File: src/design/hsid_macros.svh
`ifndef HSID_MACROS_SVH
`define HSID_MACROS_SVH

// Datapath widths
`define HSID_WORD_WIDTH      16     // One band sample or reference word
`define HSID_FIFO_ADDR_WIDTH 4      // 16 entry reference FIFO
`define HSID_SAD_WIDTH       24     // Room for 16 bands of full scale differences

// APB register map as byte offsets
`define HSID_REG_CTRL        8'h00  // Bit 0 clear pulse, bit 1 run
`define HSID_REG_AF_THRESH   8'h04  // FIFO almost-full level in entries
`define HSID_REG_DET_THRESH  8'h08  // Detect when SAD is below this
`define HSID_REG_REF         8'h0C  // Write only, pushes one reference word
`define HSID_REG_PIX         8'h10  // Write only, one pixel band sample
`define HSID_REG_STATUS      8'h14  // Read only flags
`define HSID_REG_RESULT      8'h18  // Read only latched SAD
`define HSID_REG_BANDS       8'h1C  // Bands per pixel

// STATUS bit positions
`define HSID_STAT_EMPTY      0
`define HSID_STAT_AFULL      1
`define HSID_STAT_FULL       2
`define HSID_STAT_RVALID     3
`define HSID_STAT_DETECT     4

`endif // HSID_MACROS_SVH

File: src/design/hsid_pkg.sv
`default_nettype none

`include "hsid_macros.svh"

package hsid_pkg;

  // Band sample or reference spectrum word
  typedef logic [`HSID_WORD_WIDTH-1:0] word_t;

  // FIFO pointer, also used for thresholds given in entries
  typedef logic [`HSID_FIFO_ADDR_WIDTH-1:0] addr_t;

  // Fill level or band count, one bit wider so a full FIFO fits
  typedef logic [`HSID_FIFO_ADDR_WIDTH:0] cnt_t;

  // Running SAD and the latched result
  typedef logic [`HSID_SAD_WIDTH-1:0] sad_t;

  // SAD unit sequencing, three cycles per sample
  typedef enum logic [1:0] {
    SAD_IDLE  = 2'd0, // Waiting for a sample
    SAD_FETCH = 2'd1, // Loop request to the FIFO
    SAD_ACC   = 2'd2  // Reference word valid, accumulate
  } sad_state_t;

endpackage

`default_nettype wire

File: src/design/hsid_apb_regs.sv
`timescale 1ns/1ps
`default_nettype none

`include "hsid_macros.svh"

module hsid_apb_regs
  import hsid_pkg::*;
(
  input  logic        clk,
  input  logic        rst_n,
  // APB3 slave
  input  logic [7:0]  paddr,
  input  logic        psel,
  input  logic        penable,
  input  logic        pwrite,
  input  logic [31:0] pwdata,
  output logic [31:0] prdata,
  output logic        pready,
  output logic        pslverr,
  // Reference FIFO side
  output logic        wr_en,                 // One cycle push
  output word_t       data_in,
  output logic        loop_en_run,           // Run bit
  output logic        clear,                 // One cycle flush
  output addr_t       almost_full_threshold,
  input  logic        full,
  input  logic        almost_full,
  input  logic        empty,
  // SAD unit side
  output logic        sample_valid,          // One cycle sample strobe
  output word_t       sample,
  output cnt_t        bands,
  output sad_t        det_thresh,
  input  logic        busy,
  input  sad_t        result,
  input  logic        result_valid,
  input  logic        detect
);

  localparam cnt_t BANDS_RESET = cnt_t'(1 << `HSID_FIFO_ADDR_WIDTH); // Full spectrum

  logic        sel_ctrl;
  logic        sel_af;
  logic        sel_det;
  logic        sel_ref;
  logic        sel_pix;
  logic        sel_stat;
  logic        sel_res;
  logic        sel_bands;
  logic        mapped;
  logic        access;    // Access phase
  logic        done;      // Transfer completes this cycle
  logic        err;
  logic        wr_ok;     // Completed error free write
  logic        run;
  logic [31:0] status;

  // Address decode
  assign sel_ctrl  = (paddr == `HSID_REG_CTRL);
  assign sel_af    = (paddr == `HSID_REG_AF_THRESH);
  assign sel_det   = (paddr == `HSID_REG_DET_THRESH);
  assign sel_ref   = (paddr == `HSID_REG_REF);
  assign sel_pix   = (paddr == `HSID_REG_PIX);
  assign sel_stat  = (paddr == `HSID_REG_STATUS);
  assign sel_res   = (paddr == `HSID_REG_RESULT);
  assign sel_bands = (paddr == `HSID_REG_BANDS);
  assign mapped    = sel_ctrl | sel_af | sel_det | sel_ref | sel_pix |
                     sel_stat | sel_res | sel_bands;

  // Handshake, PIX waits while a sample is in flight
  assign access = psel && penable;
  assign pready = !(access && sel_pix && busy);
  assign done   = access && pready;

  // REF only while idle and not full, PIX only in run with a spectrum loaded
  assign err = !mapped ||
               (pwrite && sel_ref && (full || run)) ||
               (pwrite && sel_pix && (!run || empty));

  assign pslverr = done && err;
  assign wr_ok   = done && pwrite && !err;

  assign loop_en_run = run;

  // Read data
  always_comb begin
    status = '0;
    status[`HSID_STAT_EMPTY]  = empty;
    status[`HSID_STAT_AFULL]  = almost_full;
    status[`HSID_STAT_FULL]   = full;
    status[`HSID_STAT_RVALID] = result_valid;
    status[`HSID_STAT_DETECT] = detect;
  end

  always_comb begin
    prdata = '0; // Write only and unmapped read as zero
    if (sel_ctrl) begin
      prdata[1] = run; // Clear bit always reads back 0
    end else if (sel_af) begin
      prdata = 32'(almost_full_threshold);
    end else if (sel_det) begin
      prdata = 32'(det_thresh);
    end else if (sel_stat) begin
      prdata = status;
    end else if (sel_res) begin
      prdata = 32'(result);
    end else if (sel_bands) begin
      prdata = 32'(bands);
    end
  end

  // Control registers and strobes
  always_ff @(posedge clk or negedge rst_n) begin
    if (!rst_n) begin
      run                   <= 1'b0;
      almost_full_threshold <= '0;
      det_thresh            <= '0;
      bands                 <= BANDS_RESET;
      wr_en                 <= 1'b0;
      sample_valid          <= 1'b0;
      clear                 <= 1'b0;
    end else begin
      wr_en        <= wr_ok && sel_ref;            // Push next cycle
      sample_valid <= wr_ok && sel_pix;            // Sample next cycle
      clear        <= wr_ok && sel_ctrl && pwdata[0]; // Self clearing
      if (wr_ok && sel_ctrl) begin
        run <= pwdata[1];
      end
      if (wr_ok && sel_af) begin
        almost_full_threshold <= pwdata[`HSID_FIFO_ADDR_WIDTH-1:0];
      end
      if (wr_ok && sel_det) begin
        det_thresh <= pwdata[`HSID_SAD_WIDTH-1:0];
      end
      if (wr_ok && sel_bands) begin
        bands <= pwdata[`HSID_FIFO_ADDR_WIDTH:0];
      end
    end
  end

  // Payload words ride alongside the strobes
  always_ff @(posedge clk) begin
    if (wr_ok && sel_ref) begin
      data_in <= pwdata[`HSID_WORD_WIDTH-1:0];
    end
    if (wr_ok && sel_pix) begin
      sample <= pwdata[`HSID_WORD_WIDTH-1:0];
    end
  end

endmodule

`default_nettype wire

File: src/design/hsid_fifo.sv
`timescale 1ns/1ps
`default_nettype none

`include "hsid_macros.svh"

module hsid_fifo #(
  parameter int WORD_WIDTH      = `HSID_WORD_WIDTH,      // Data word width
  parameter int FIFO_ADDR_WIDTH = `HSID_FIFO_ADDR_WIDTH  // Depth is 2**FIFO_ADDR_WIDTH
) (
  input  logic                       clk,
  input  logic                       rst_n,
  input  logic                       loop_en,               // Recirculate head to tail
  input  logic                       wr_en,
  input  logic                       rd_en,
  input  logic [WORD_WIDTH-1:0]      data_in,
  input  logic [FIFO_ADDR_WIDTH-1:0] almost_full_threshold, // Level in entries
  output logic [WORD_WIDTH-1:0]      data_out,
  output logic                       full,
  output logic                       almost_full,
  output logic                       empty,
  input  logic                       clear                  // Synchronous flush
);

  localparam int FIFO_DEPTH = 2 ** FIFO_ADDR_WIDTH;

  logic [WORD_WIDTH-1:0]      fifo_mem [FIFO_DEPTH]; // Storage
  logic [FIFO_ADDR_WIDTH-1:0] wr_ptr;                // Tail
  logic [FIFO_ADDR_WIDTH-1:0] rd_ptr;                // Head
  logic [FIFO_ADDR_WIDTH:0]   fifo_count;            // 0 to FIFO_DEPTH
  logic                       do_loop;
  logic                       do_rd;
  logic                       do_wr;

  // Flags come straight from the fill level
  assign empty = (fifo_count == '0);
  assign full  = (fifo_count == (FIFO_ADDR_WIDTH + 1)'(FIFO_DEPTH));

  // A zero threshold would flag an empty FIFO, so empty masks it
  assign almost_full = !empty && (fifo_count >= {1'b0, almost_full_threshold});

  // Clear wins, then loop, then plain read and write
  assign do_loop = !clear && loop_en && !empty;
  assign do_rd   = !clear && !loop_en && rd_en && !empty;
  assign do_wr   = !clear && !loop_en && wr_en && !full;

  // Pointers and fill level
  always_ff @(posedge clk or negedge rst_n) begin
    if (!rst_n) begin
      wr_ptr     <= '0;
      rd_ptr     <= '0;
      fifo_count <= '0;
    end else if (clear) begin
      wr_ptr     <= '0; // Contents become don't care
      rd_ptr     <= '0;
      fifo_count <= '0;
    end else begin
      if (do_loop || do_rd) begin
        rd_ptr <= rd_ptr + 1'b1;
      end
      if (do_loop || do_wr) begin
        wr_ptr <= wr_ptr + 1'b1;
      end
      if (do_wr && !do_rd) begin
        fifo_count <= fifo_count + 1'b1;
      end else if (do_rd && !do_wr) begin
        fifo_count <= fifo_count - 1'b1;
      end
      // Loop and read plus write keep the level
    end
  end

  // Storage and output word
  always_ff @(posedge clk) begin
    if (do_loop) begin
      data_out         <= fifo_mem[rd_ptr]; // Valid one cycle after loop_en
      fifo_mem[wr_ptr] <= fifo_mem[rd_ptr]; // Head goes back in at the tail
    end else begin
      if (do_rd) begin
        data_out <= fifo_mem[rd_ptr];
      end
      if (do_wr) begin
        fifo_mem[wr_ptr] <= data_in;
      end
    end
  end

  // When full the tail equals the head, so a loop rewrites the same slot
  // and the spectrum replays in order at any fill level

endmodule

`default_nettype wire

File: src/design/hsid_sad_unit.sv
`timescale 1ns/1ps
`default_nettype none

module hsid_sad_unit
  import hsid_pkg::*;
(
  input  logic  clk,
  input  logic  rst_n,
  input  logic  clear,        // Abort pixel, drop result_valid
  input  logic  sample_valid, // One cycle strobe from the APB block
  input  word_t sample,
  input  cnt_t  bands,        // Bands per pixel
  input  sad_t  det_thresh,
  input  word_t ref_word,     // FIFO data_out
  output logic  loop_en,      // One cycle loop request
  output logic  busy,
  output sad_t  result,
  output logic  result_valid,
  output logic  detect
);

  sad_state_t state;
  word_t      sample_q;   // Sample held through the fetch
  word_t      abs_diff;
  sad_t       acc;        // Running SAD for the current pixel
  sad_t       sum_next;
  cnt_t       band_cnt;   // Bands done so far
  cnt_t       band_next;
  logic       last_band;

  assign busy    = (state != SAD_IDLE);
  assign loop_en = (state == SAD_FETCH); // Word shows up in SAD_ACC

  // Absolute difference without going signed
  assign abs_diff  = (sample_q >= ref_word) ? (sample_q - ref_word) : (ref_word - sample_q);
  assign sum_next  = acc + sad_t'(abs_diff);
  assign band_next = band_cnt + 1'b1;
  assign last_band = (band_next >= bands); // Bands of 0 or 1 end every sample

  always_ff @(posedge clk) begin
    if (state == SAD_IDLE && sample_valid) begin
      sample_q <= sample;
    end
  end

  always_ff @(posedge clk or negedge rst_n) begin
    if (!rst_n) begin
      state        <= SAD_IDLE;
      acc          <= '0;
      band_cnt     <= '0;
      result       <= '0;
      result_valid <= 1'b0;
      detect       <= 1'b0;
    end else if (clear) begin
      state        <= SAD_IDLE; // Drops any sample in flight
      acc          <= '0;
      band_cnt     <= '0;
      result_valid <= 1'b0;
      detect       <= 1'b0;
    end else begin
      case (state)
        SAD_IDLE: begin
          if (sample_valid) begin
            state <= SAD_FETCH;
            if (band_cnt == '0) begin
              result_valid <= 1'b0; // First band of a new pixel
              detect       <= 1'b0;
            end
          end
        end
        SAD_FETCH: begin
          state <= SAD_ACC; // FIFO loops on this edge
        end
        SAD_ACC: begin
          state <= SAD_IDLE;
          if (last_band) begin
            result       <= sum_next;
            result_valid <= 1'b1;
            detect       <= (sum_next < det_thresh);
            acc          <= '0;
            band_cnt     <= '0;
          end else begin
            acc      <= sum_next;
            band_cnt <= band_next;
          end
        end
        default: begin
          state <= SAD_IDLE;
        end
      endcase
    end
  end

endmodule

`default_nettype wire

File: src/design/hsid_top.sv
`timescale 1ns/1ps
`default_nettype none

`include "hsid_macros.svh"

module hsid_top
  import hsid_pkg::*;
(
  input  logic        clk,
  input  logic        rst_n,
  input  logic [7:0]  paddr,
  input  logic        psel,
  input  logic        penable,
  input  logic        pwrite,
  input  logic [31:0] pwdata,
  output logic [31:0] prdata,
  output logic        pready,
  output logic        pslverr,
  output logic        full,    // Reference FIFO full
  output logic        empty,   // No spectrum loaded
  output logic        detect   // Last pixel matched
);

  word_t ref_data_in;   // APB to FIFO push data
  word_t ref_word;      // FIFO head to SAD unit
  word_t pix_sample;
  addr_t af_thresh;
  cnt_t  bands;
  sad_t  det_thresh;
  sad_t  sad_result;
  logic  ref_wr_en;
  logic  run;
  logic  clear;
  logic  almost_full;
  logic  sample_valid;
  logic  sad_busy;
  logic  sad_loop_en;
  logic  fifo_loop_en;
  logic  result_valid;

  // FIFO only recirculates in run mode
  assign fifo_loop_en = run & sad_loop_en;

  hsid_apb_regs u_apb_regs (
    .clk                   (clk),
    .rst_n                 (rst_n),
    .paddr                 (paddr),
    .psel                  (psel),
    .penable               (penable),
    .pwrite                (pwrite),
    .pwdata                (pwdata),
    .prdata                (prdata),
    .pready                (pready),
    .pslverr               (pslverr),
    .wr_en                 (ref_wr_en),
    .data_in               (ref_data_in),
    .loop_en_run           (run),
    .clear                 (clear),
    .almost_full_threshold (af_thresh),
    .full                  (full),
    .almost_full           (almost_full),
    .empty                 (empty),
    .sample_valid          (sample_valid),
    .sample                (pix_sample),
    .bands                 (bands),
    .det_thresh            (det_thresh),
    .busy                  (sad_busy),
    .result                (sad_result),
    .result_valid          (result_valid),
    .detect                (detect)
  );

  hsid_fifo #(
    .WORD_WIDTH      (`HSID_WORD_WIDTH),
    .FIFO_ADDR_WIDTH (`HSID_FIFO_ADDR_WIDTH)
  ) u_fifo (
    .clk                   (clk),
    .rst_n                 (rst_n),
    .loop_en               (fifo_loop_en),
    .wr_en                 (ref_wr_en),
    .rd_en                 (1'b0),        // Spectrum is never consumed
    .data_in               (ref_data_in),
    .almost_full_threshold (af_thresh),
    .data_out              (ref_word),
    .full                  (full),
    .almost_full           (almost_full),
    .empty                 (empty),
    .clear                 (clear)
  );

  hsid_sad_unit u_sad_unit (
    .clk          (clk),
    .rst_n        (rst_n),
    .clear        (clear),
    .sample_valid (sample_valid),
    .sample       (pix_sample),
    .bands        (bands),
    .det_thresh   (det_thresh),
    .ref_word     (ref_word),
    .loop_en      (sad_loop_en),
    .busy         (sad_busy),
    .result       (sad_result),
    .result_valid (result_valid),
    .detect       (detect)
  );

endmodule

`default_nettype wire

File: config.mk
export PLATFORM = sky130hd
export DESIGN_NAME = hsid_top
export DESIGN_NICKNAME = d
export VERILOG_FILES = /design/src/design/hsid_pkg.sv /design/src/design/hsid_apb_regs.sv /design/src/design/hsid_fifo.sv /design/src/design/hsid_sad_unit.sv /design/src/design/hsid_top.sv
export VERILOG_INCLUDE_DIRS = /design/src /design/src/design
export SDC_FILE = /design/constraint.sdc
export NUM_CORES = 1
export LEC_CHECK = 0
export ABC_AREA = 0
export BUFFER_PORTS_ARGS = -buffer_cell sky130_fd_sc_hd__buf_2
export CORE_ASPECT_RATIO = 0.7
export CORE_MARGIN = 8
export CORE_UTILIZATION = 65
export DETAILED_ROUTE_END_ITERATION = 10
export PLACE_DENSITY = 0.91
export SLEW_MARGIN = 10
export SYNTH_ARGS = -nofsm -noshare
export SYNTH_HDL_FRONTEND = slang
export SYNTH_SLANG_ARGS = --single-unit
File: constraint.sdc
create_clock -name clk -period 10.14 [get_ports clk]
set_input_delay 1.014 -clock clk [delete_from_list [all_inputs] [get_ports clk]]
set_output_delay 1.014 -clock clk [all_outputs]
set_load 0.01 [all_outputs]
==> metrics.log, run 1 <==
[metrics] count of port buffers added during placement: 65
[metrics] final cell area excluding filler cells: 0.0221 sq mm
[metrics] Fin Setup TNS: 0 ns
[metrics] end-of-flow core utilization: 73.2%
[metrics] maximum vdd ir drop: 0.127 mV
[metrics] wire length of the first global-routing pass: 72400 um
[metrics] worst min-delay path startpoint: u_apb_regs.sample[5]$_DFFE_PP_
[metrics] number of filler cells placed in the layout: 1773
[metrics] via count of the first global-routing pass: 12500
[metrics] final-stage net count: 1561
[metrics] clock transition at the register clock pins on the worst setup and hold paths after CTS: 0.06 ns
[metrics] number of hold-slack violations in the final timing report: 0
[metrics] antenna violations before repair: 1
[metrics] timing startpoint of the critical path: u_fifo.data_out[0]$_DFFE_PP_
[metrics] CTS tree: built
[metrics] number of instances in the synthesized netlist: 1348
[metrics] share of the yosys chip area belonging to registers: 61.4%
[metrics] max-cap viol count: 0
[metrics] CTS Sinks: 427
[metrics] non-filler instance count after layout: 1867
[metrics] predominant post-synthesis flop cell: edfxtp_1
[metrics] Slew HR: 23.1%
[metrics] mean routed wirelength per cell: 25.5 um
[metrics] vias per std cell: 6.66
[metrics] maximum level of the CTS H-tree: 2
[metrics] cell family with most CP delay: compound AO/OA/AOI/OAI gates
[metrics] starting utilization of the core area: 66.3%
[metrics] ranking of synthesized cells by area: edfxtp_1 (48%), dfrtp_1 (13%), mux4_2 (9.0%)
[metrics] fraction of registers with async set or reset after synthesis: 25.1%
[metrics] flip-flop and latch count after synthesis: 427
[metrics] highest net fanout along the worst path: 17
[metrics] startpoint type of the worst setup path: flip-flop
[metrics] run status: complete, no violations
[metrics] highest achievable clock rate: 0.147 GHz
[metrics] Sequential Area: 0.0123 sq mm
[metrics] dpl cell area: 0.0209 sq mm
[metrics] number of nets with antenna violations after detailed routing: 0
[metrics] insertion delay to the later sink of the worst-skew pair: 0.55 ns
[metrics] Worst Hold Class: flip-flop to flip-flop
[metrics] library cell with the highest instance count after synthesis: edfxtp_1
[metrics] min Tclk post-route: 6.79 ns
[metrics] global placement routability congestion: 0.943
[metrics] maximum count of clock buffers along a single path: 3
[metrics] netlist area before placement: 0.0200 sq mm
[metrics] Root Buffer Master: clkbuf_16
[metrics] total detailed-routing wirelength: 47500 um
[metrics] power density over the cells: 151 mW/mm^2
[metrics] unrepaired setup endpoints after global routing: no
[metrics] number of buffers added for setup after CTS: 0
[metrics] area taken by multi-input logic gates: 0.00713 sq mm
[metrics] standard-cell row count: 53
[metrics] critical-path cell with the highest stage delay: o41ai_4
[metrics] number of enable-type register cells in the synthesized netlist: 320
[metrics] Total Power Consumption: 3.34 mW
[metrics] Worst R2R Start: u_fifo.data_out[0]$_DFFE_PP_
[metrics] die height: 163 um
[metrics] most repeated library cell on the critical path: ha_1
[metrics] actual transition at the worst max-transition pin: 1.15 ns
[metrics] Core Box Area: 0.0302 sq mm
[metrics] Synth area leader: edfxtp_1
[metrics] CTS resizes: 0
[metrics] Req. time, crit path: 10.58 ns
[metrics] start-to-end type of the worst setup path: flip-flop to flip-flop
[metrics] area of the die: 0.0368 sq mm
[metrics] via count: 12400
[metrics] area fraction of the dominant cell type after synthesis: 48.0%
[metrics] maximum cell stage delay along the critical path: 0.75 ns
[metrics] number of primary I/O pins: 82
[metrics] top cells by count, synth: edfxtp_1 (320), dfrtp_1 (106), inv_1 (95)
[metrics] pre-CTS WS: 3.68 ns
[metrics] Crit path buffers/inverters: 3
[metrics] total congestion overflow: 0
[metrics] total clock buffers created by CTS: 39
[metrics] Max Transition Viols Final: 0
[metrics] synth warn: 0
[metrics] All-Layer GR Usage: 25.9%
[metrics] hold_buf cts: 0
[metrics] antenna diode count: 0
[metrics] part of the cycle the worst path needs: 67.0%
[metrics] first drt pass iteration count: 6
[metrics] synthesized area divided by synthesized cell count: 14.8 sq um
[metrics] area growth from synthesis to final layout: 10.3%
[metrics] Critical Path Sink Type: flip-flop
[metrics] worst hold slack: 0.407 ns
[metrics] half-perimeter wire length of the detailed placement result: 30000 um
[metrics] floorplan die width: 226 um
[metrics] Worst Path Arrival: 7.23 ns
[metrics] Unique masters post-synth: 72
[metrics] leakage dissipation: 7.39 nW
[metrics] worst setup skew after layout: 0.0160 ns
[metrics] DRC: 0
[metrics] layout cell share with drive strength beyond 1: 23.3%
[metrics] maximum number of pins on one net before global-route repair: 68
[metrics] worst setup slack after layout: 3.35 ns
[metrics] register-to-register setup slack: 3.35 ns
[metrics] final count of negative-setup-slack endpoints: 0
[metrics] iteration-0 DRC count of the detailed router: 1706
[metrics] Post-Place Cells: 1796
-- flip-flops by register name, indices dropped and copies added, names as in the netlist --
| signal | count |
|---|---|
| u_fifo.rd_ptr | 4 |
| u_apb_regs.clear | 1 |
| u_apb_regs.det_thresh | 24 |
| u_apb_regs.sample | 16 |
| u_apb_regs.data_in | 16 |
| u_sad_unit.acc | 24 |
| u_fifo.data_out | 16 |
| u_fifo.wr_ptr | 4 |
| u_apb_regs.bands | 5 |
| u_apb_regs.loop_en_run | 1 |
| u_fifo.fifo_mem | 256 |
| u_sad_unit.sample_q | 16 |
| u_sad_unit.result_valid | 1 |
| u_sad_unit.result | 24 |
| u_sad_unit.band_cnt | 5 |
| u_apb_regs.almost_full_threshold | 4 |
| u_sad_unit.state | 2 |
| u_sad_unit.detect | 1 |
| u_apb_regs.wr_en | 1 |
| u_fifo.fifo_count | 5 |
| u_apb_regs.sample_valid | 1 |
-- layer usage --
metal | part of all wire [%] | GRT usage (%)
met3 | 10 | 4.82
met4 | 3.0 | 7.57
met1 | 40 | 36.9
met5 | 0.027 | 0
met2 | 47 | 40.7
-- path summary, 6_finish.rpt --
path                                                endpoint  depth (start not counted)
min reg2reg                 u_sad_unit.sample_q[5]$_DFFE_PP_                          0
max reg2reg                    u_sad_unit.detect$_DFFE_PN0P_                         26
max                            u_sad_unit.detect$_DFFE_PN0P_                         26
min in group asynchronous  u_sad_unit.result[11]$_DFFE_PN0P_                          1
min                         u_sad_unit.sample_q[5]$_DFFE_PP_                          0
max in group asynchronous       u_fifo.rd_ptr[0]$_DFFE_PN0P_                          2
-- layout make-up --
| class | instances | share of cell area (%) |
|---|---|---|
| sequential | 427 | 55.7 |
| tap | 412 | 2.33 |
| clock inverter | 17 | 0.674 |
| inverter | 96 | 1.63 |
| multi-input combinational | 764 | 32.3 |
| timing repair buffer | 97 | 2.57 |
| clock buffer | 54 | 4.82 |
-- power breakdown --
group	internal (mW)	switching (mW)
logic	0.0133	0.0307
clock network	0.789	0.642
registers	1.86	0.00277
total	2.67	0.675
-- placed cells by master, fill, tap and decap left out, types with 37 or more instances in the layout --
cell type / instances
a21oi_1: 57
a22o_1: 37
buf_2: 64
clkbuf_16: 40
dfrtp_1: 104
edfxtp_1: 320
ha_1: 88
inv_1: 95
mux2_2: 76
mux4_2: 80
nand2_1: 57
nor2_1: 61
o21ai_0: 47
-- logic make-up (layout without fill, tap and decap cells) --
kind of cell	Yosys count	after routing	synth area share, %
AOI/OAI and AO/OA	233	233	8.03
xor gates and xnor gates	44	44	1.93
adders and majority gates	91	91	5.80
buffers and inverters	164	264	3.44
DFF	427	427	61.4
muxes	170	170	14.0
other	1	8	0.0187
and+or+nand+nor	218	218	5.39
Note: power is estimated with default switching activity, not from simulation.
==> run 2, diff against run 1 <==
--- a/config.mk
+++ b/config.mk
@@ -10,9 +10,9 @@
 export BUFFER_PORTS_ARGS = -buffer_cell sky130_fd_sc_hd__buf_2
 export CORE_ASPECT_RATIO = 0.7
 export CORE_MARGIN = 8
-export CORE_UTILIZATION = 65
+export CORE_UTILIZATION = 56
 export DETAILED_ROUTE_END_ITERATION = 10
-export PLACE_DENSITY = 0.91
+export PLACE_DENSITY = 0.84
 export SLEW_MARGIN = 10
 export SYNTH_ARGS = -nofsm -noshare
 export SYNTH_HDL_FRONTEND = slang
==> constraint.sdc (replaced) <==
create_clock -name clk -period 5.68 [get_ports clk]
set_input_delay 0.568 -clock clk [delete_from_list [all_inputs] [get_ports clk]]
set_output_delay 0.568 -clock clk [all_outputs]
set_load 0.01 [all_outputs]
==> metrics.log, run 2 (synthesis gave the netlist of run 1 again) <==
[metrics] Total Power Consumption: 6.11 mW (was 3.34 mW)
[metrics] antenna violations before repair: 0 (was 1)
[metrics] count of port buffers added during placement: 65 (unchanged)
[metrics] unrepaired setup endpoints after global routing: no (unchanged)
[metrics] leakage dissipation: 7.66 nW (was 7.39 nW)
[metrics] actual transition at the worst max-transition pin: 1.13 ns (was 1.15 ns)
[metrics] layout cell share with drive strength beyond 1: 26.9% (was 23.3%)
[metrics] insertion delay to the later sink of the worst-skew pair: 0.55 ns (about the same)
[metrics] global placement routability congestion: 0.897 (was 0.943)
[metrics] number of hold-slack violations in the final timing report: 0 (unchanged)
[metrics] met1 capacity usage during global routing: 31.4% (was 36.9%)
[metrics] number of flip-flops under the largest register name: 256 (unchanged)
[metrics] All-Layer GR Usage: 21.7% (was 25.9%)
[metrics] total clock buffers created by CTS: 40 (was 39)
[metrics] max-cap viol count: 0 (unchanged)
[metrics] register-to-register setup slack: 0.25 ns (was 3.35 ns)
[metrics] Max Transition Viols Final: 0 (unchanged)
[metrics] final-stage net count: 1596 (was 1561)
[metrics] number of nets with antenna violations after detailed routing: 0 (unchanged)
[metrics] via count of the first global-routing pass: 12500 (about the same)
[metrics] Core Box Area: 0.0356 sq mm (was 0.0302 sq mm)
[metrics] routing usage on met3: 4.52% (was 4.82%)
[metrics] maximum count of clock buffers along a single path: 3 (unchanged)
[metrics] pre-CTS WS: -0.0198 ns (was 3.68 ns)
[metrics] Req. time, crit path: 6.07 ns (was 10.58 ns)
[metrics] power density over the cells: 270 mW/mm^2 (was 151 mW/mm^2)
[metrics] wire length of the first global-routing pass: 72000 um (was 72400 um)
[metrics] most flop-heavy register: u_fifo.fifo_mem (unchanged)
[metrics] Worst Path Arrival: 5.82 ns (was 7.23 ns)
[metrics] iteration-0 DRC count of the detailed router: 1253 (was 1706)
[metrics] FF-to-FF End: u_sad_unit.detect$_DFFE_PN0P_ (unchanged)
[metrics] starting utilization of the core area: 56.3% (was 66.3%)
[metrics] worst hold slack: 0.0619 ns (was 0.407 ns)
[metrics] standard-cell row count: 58 (was 53)
[metrics] area growth from synthesis to final layout: 13.3% (was 10.3%)
[metrics] worst setup slack after layout: 0.249 ns (was 3.35 ns)
[metrics] met2 global-route usage: 33.2% (was 40.7%)
[metrics] min Tclk post-route: 5.43 ns (was 6.79 ns)
[metrics] highest net fanout along the worst path: 13 (was 17)
[metrics] number of primary I/O pins: 82 (unchanged)
[metrics] run status: complete, no violations (unchanged)
[metrics] Worst Hold Class: input port to asynchronous set/reset pin (was flip-flop to flip-flop)
[metrics] first drt pass iteration count: 5 (was 6)
[metrics] half-perimeter wire length of the detailed placement result: 30600 um (was 30000 um)
[metrics] Worst R2R Start: u_sad_unit.sample_q[0]$_DFFE_PP_ (was u_fifo.data_out[0]$_DFFE_PP_)
[metrics] Critical Path Sink Type: flip-flop (unchanged)
[metrics] via count: 12200 (was 12400)
[metrics] vias per std cell: 6.18 (was 6.66)
[metrics] Fin Setup TNS: 0 ns (unchanged)
[metrics] hold_buf cts: 0 (unchanged)
[metrics] part of the cycle the worst path needs: 95.6% (was 67.0%)
[metrics] highest-utilization routing layer at the global route stage: met2 (unchanged)
[metrics] number of filler cells placed in the layout: 2480 (was 1773)
[metrics] mean routed wirelength per cell: 23.6 um (was 25.5 um)
[metrics] DRC: 0 (unchanged)
[metrics] maximum number of pins on one net before global-route repair: 56 (was 68)
[metrics] timing startpoint of the critical path: u_sad_unit.sample_q[0]$_DFFE_PP_ (was u_fifo.data_out[0]$_DFFE_PP_)
[metrics] worst-case reg-to-reg path depth: 25 (was 26)
[metrics] area of the die: 0.0421 sq mm (was 0.0368 sq mm)
[metrics] most used cells in the layout excluding fill and tap cells: edfxtp_1 (320), dfrtp_1 (104), inv_1 (95), ha_1 (85), mux4_2 (80) (was edfxtp_1 (320), dfrtp_1 (104), inv_1 (95), ha_1 (88), mux4_2 (80))
[metrics] startpoint type of the worst setup path: flip-flop (unchanged)
[metrics] Root Buffer Master: clkbuf_16 (unchanged)
[metrics] CTS Sinks: 427 (unchanged)
[metrics] CTS tree: built (unchanged)
[metrics] start-to-end type of the worst setup path: flip-flop to flip-flop (unchanged)
[metrics] total congestion overflow: 0 (unchanged)
[metrics] die height: 174 um (was 163 um)
[metrics] highest achievable clock rate: 0.184 GHz (was 0.147 GHz)
[metrics] maximum level of the CTS H-tree: 2 (unchanged)
[metrics] Slew HR: 24.6% (was 23.1%)
[metrics] antenna diode count: 0 (unchanged)
[metrics] floorplan die width: 242 um (was 226 um)
[metrics] end point of the critical path: u_sad_unit.detect$_DFFE_PN0P_ (unchanged)
[metrics] clock transition at the register clock pins on the worst setup and hold paths after CTS: 0.06 ns (about the same)
[metrics] worst setup skew after layout: 0.0159 ns (was 0.0160 ns)
[metrics] maximum vdd ir drop: 0.178 mV (was 0.127 mV)
[metrics] total detailed-routing wirelength: 46400 um (was 47500 um)
[metrics] most common cell after layout, fill and taps aside: edfxtp_1 (unchanged)
[metrics] final count of negative-setup-slack endpoints: 0 (unchanged)
==> run 2: how the worst min path moves through the flow <==
stage | start | to
finish | rst_n | u_sad_unit.result[11]$_DFFE_PN0P_
global route | rst_n | u_sad_unit.result[11]$_DFFE_PN0P_
CTS | rst_n | u_apb_regs.det_thresh[12]$_DFFE_PN0P_
detailed placement | u_apb_regs.sample[2]$_DFFE_PP_ | u_sad_unit.sample_q[2]$_DFFE_PP_
global placement | u_apb_regs.sample[1]$_DFFE_PP_ | u_sad_unit.sample_q[1]$_DFFE_PP_
floorplan | rst_n | u_apb_regs.almost_full_threshold[0]$_DFFE_PN0P_
==> run 2: through the flow <==
stage,std cells,utilization (%),area (sq um)
after global placement,1893,59.6,21200
after global routing,1970,63.8,22700
after CTS,1966,63.3,22500
after detailed placement,1893,59.6,21200
final,1970,63.8,22700
after floorplan,1355,-,20000
==> run 2: final cells by class <==
cell class | instances | area [sq um] | share of cell area [%]
flip-flops and latches | 427 | 12300 | 54.2
multi-input cells | 764 | 7270 | 32.1
clock buffers | 53 | 1110 | 4.91
repair buffers | 131 | 840 | 3.70
well taps | 480 | 601 | 2.65
inverters | 96 | 360 | 1.59
clock inverters | 19 | 199 | 0.877
==> run 2: worst max-delay path, stage by stage (launching register included) <==
cell and delay [ns]:
edfxtp_1 0.39, inv_1 0.07, ha_1 0.16, inv_1 0.06
fa_1 0.44, a211oi_2 0.25, o21bai_2 0.13, a211oi_4 0.33
o41ai_4 0.13, buf_12 0.18, mux2_2 0.28, a31o_1 0.20
xor2_1 0.14, ha_1 0.31, and2_1 0.18, a31o_2 0.30
a41o_4 0.32, buf_4 0.14, nand3_1 0.11, xnor2_1 0.10
ha_1 0.31, nand4_1 0.17, nor3_1 0.22, o211ai_1 0.13
a21oi_1 0.14, o31ai_1 0.09
==> run 2: report_power, final <==
part	switching [mW]	total [mW]	internal (mW)
sequential	0.00494	3.33	3.33
clock	1.14	2.70	1.56
combinational	0.0527	0.0770	0.0244
==> run 2: layer usage <==
metal	wire length (um)	part of all wire, %	vias up
met1	20000	43	6154
li1	-	-	5335
met4	1120	2.4	0
met5	0	0	-
met2	21100	45	604
met3	4150	8.9	84
==> run 2: timing repair <==
item	CTS	global route
buffers inserted	1	4
setup endpoints to repair	1	1
pin swaps	2	15
resized for setup	2	39
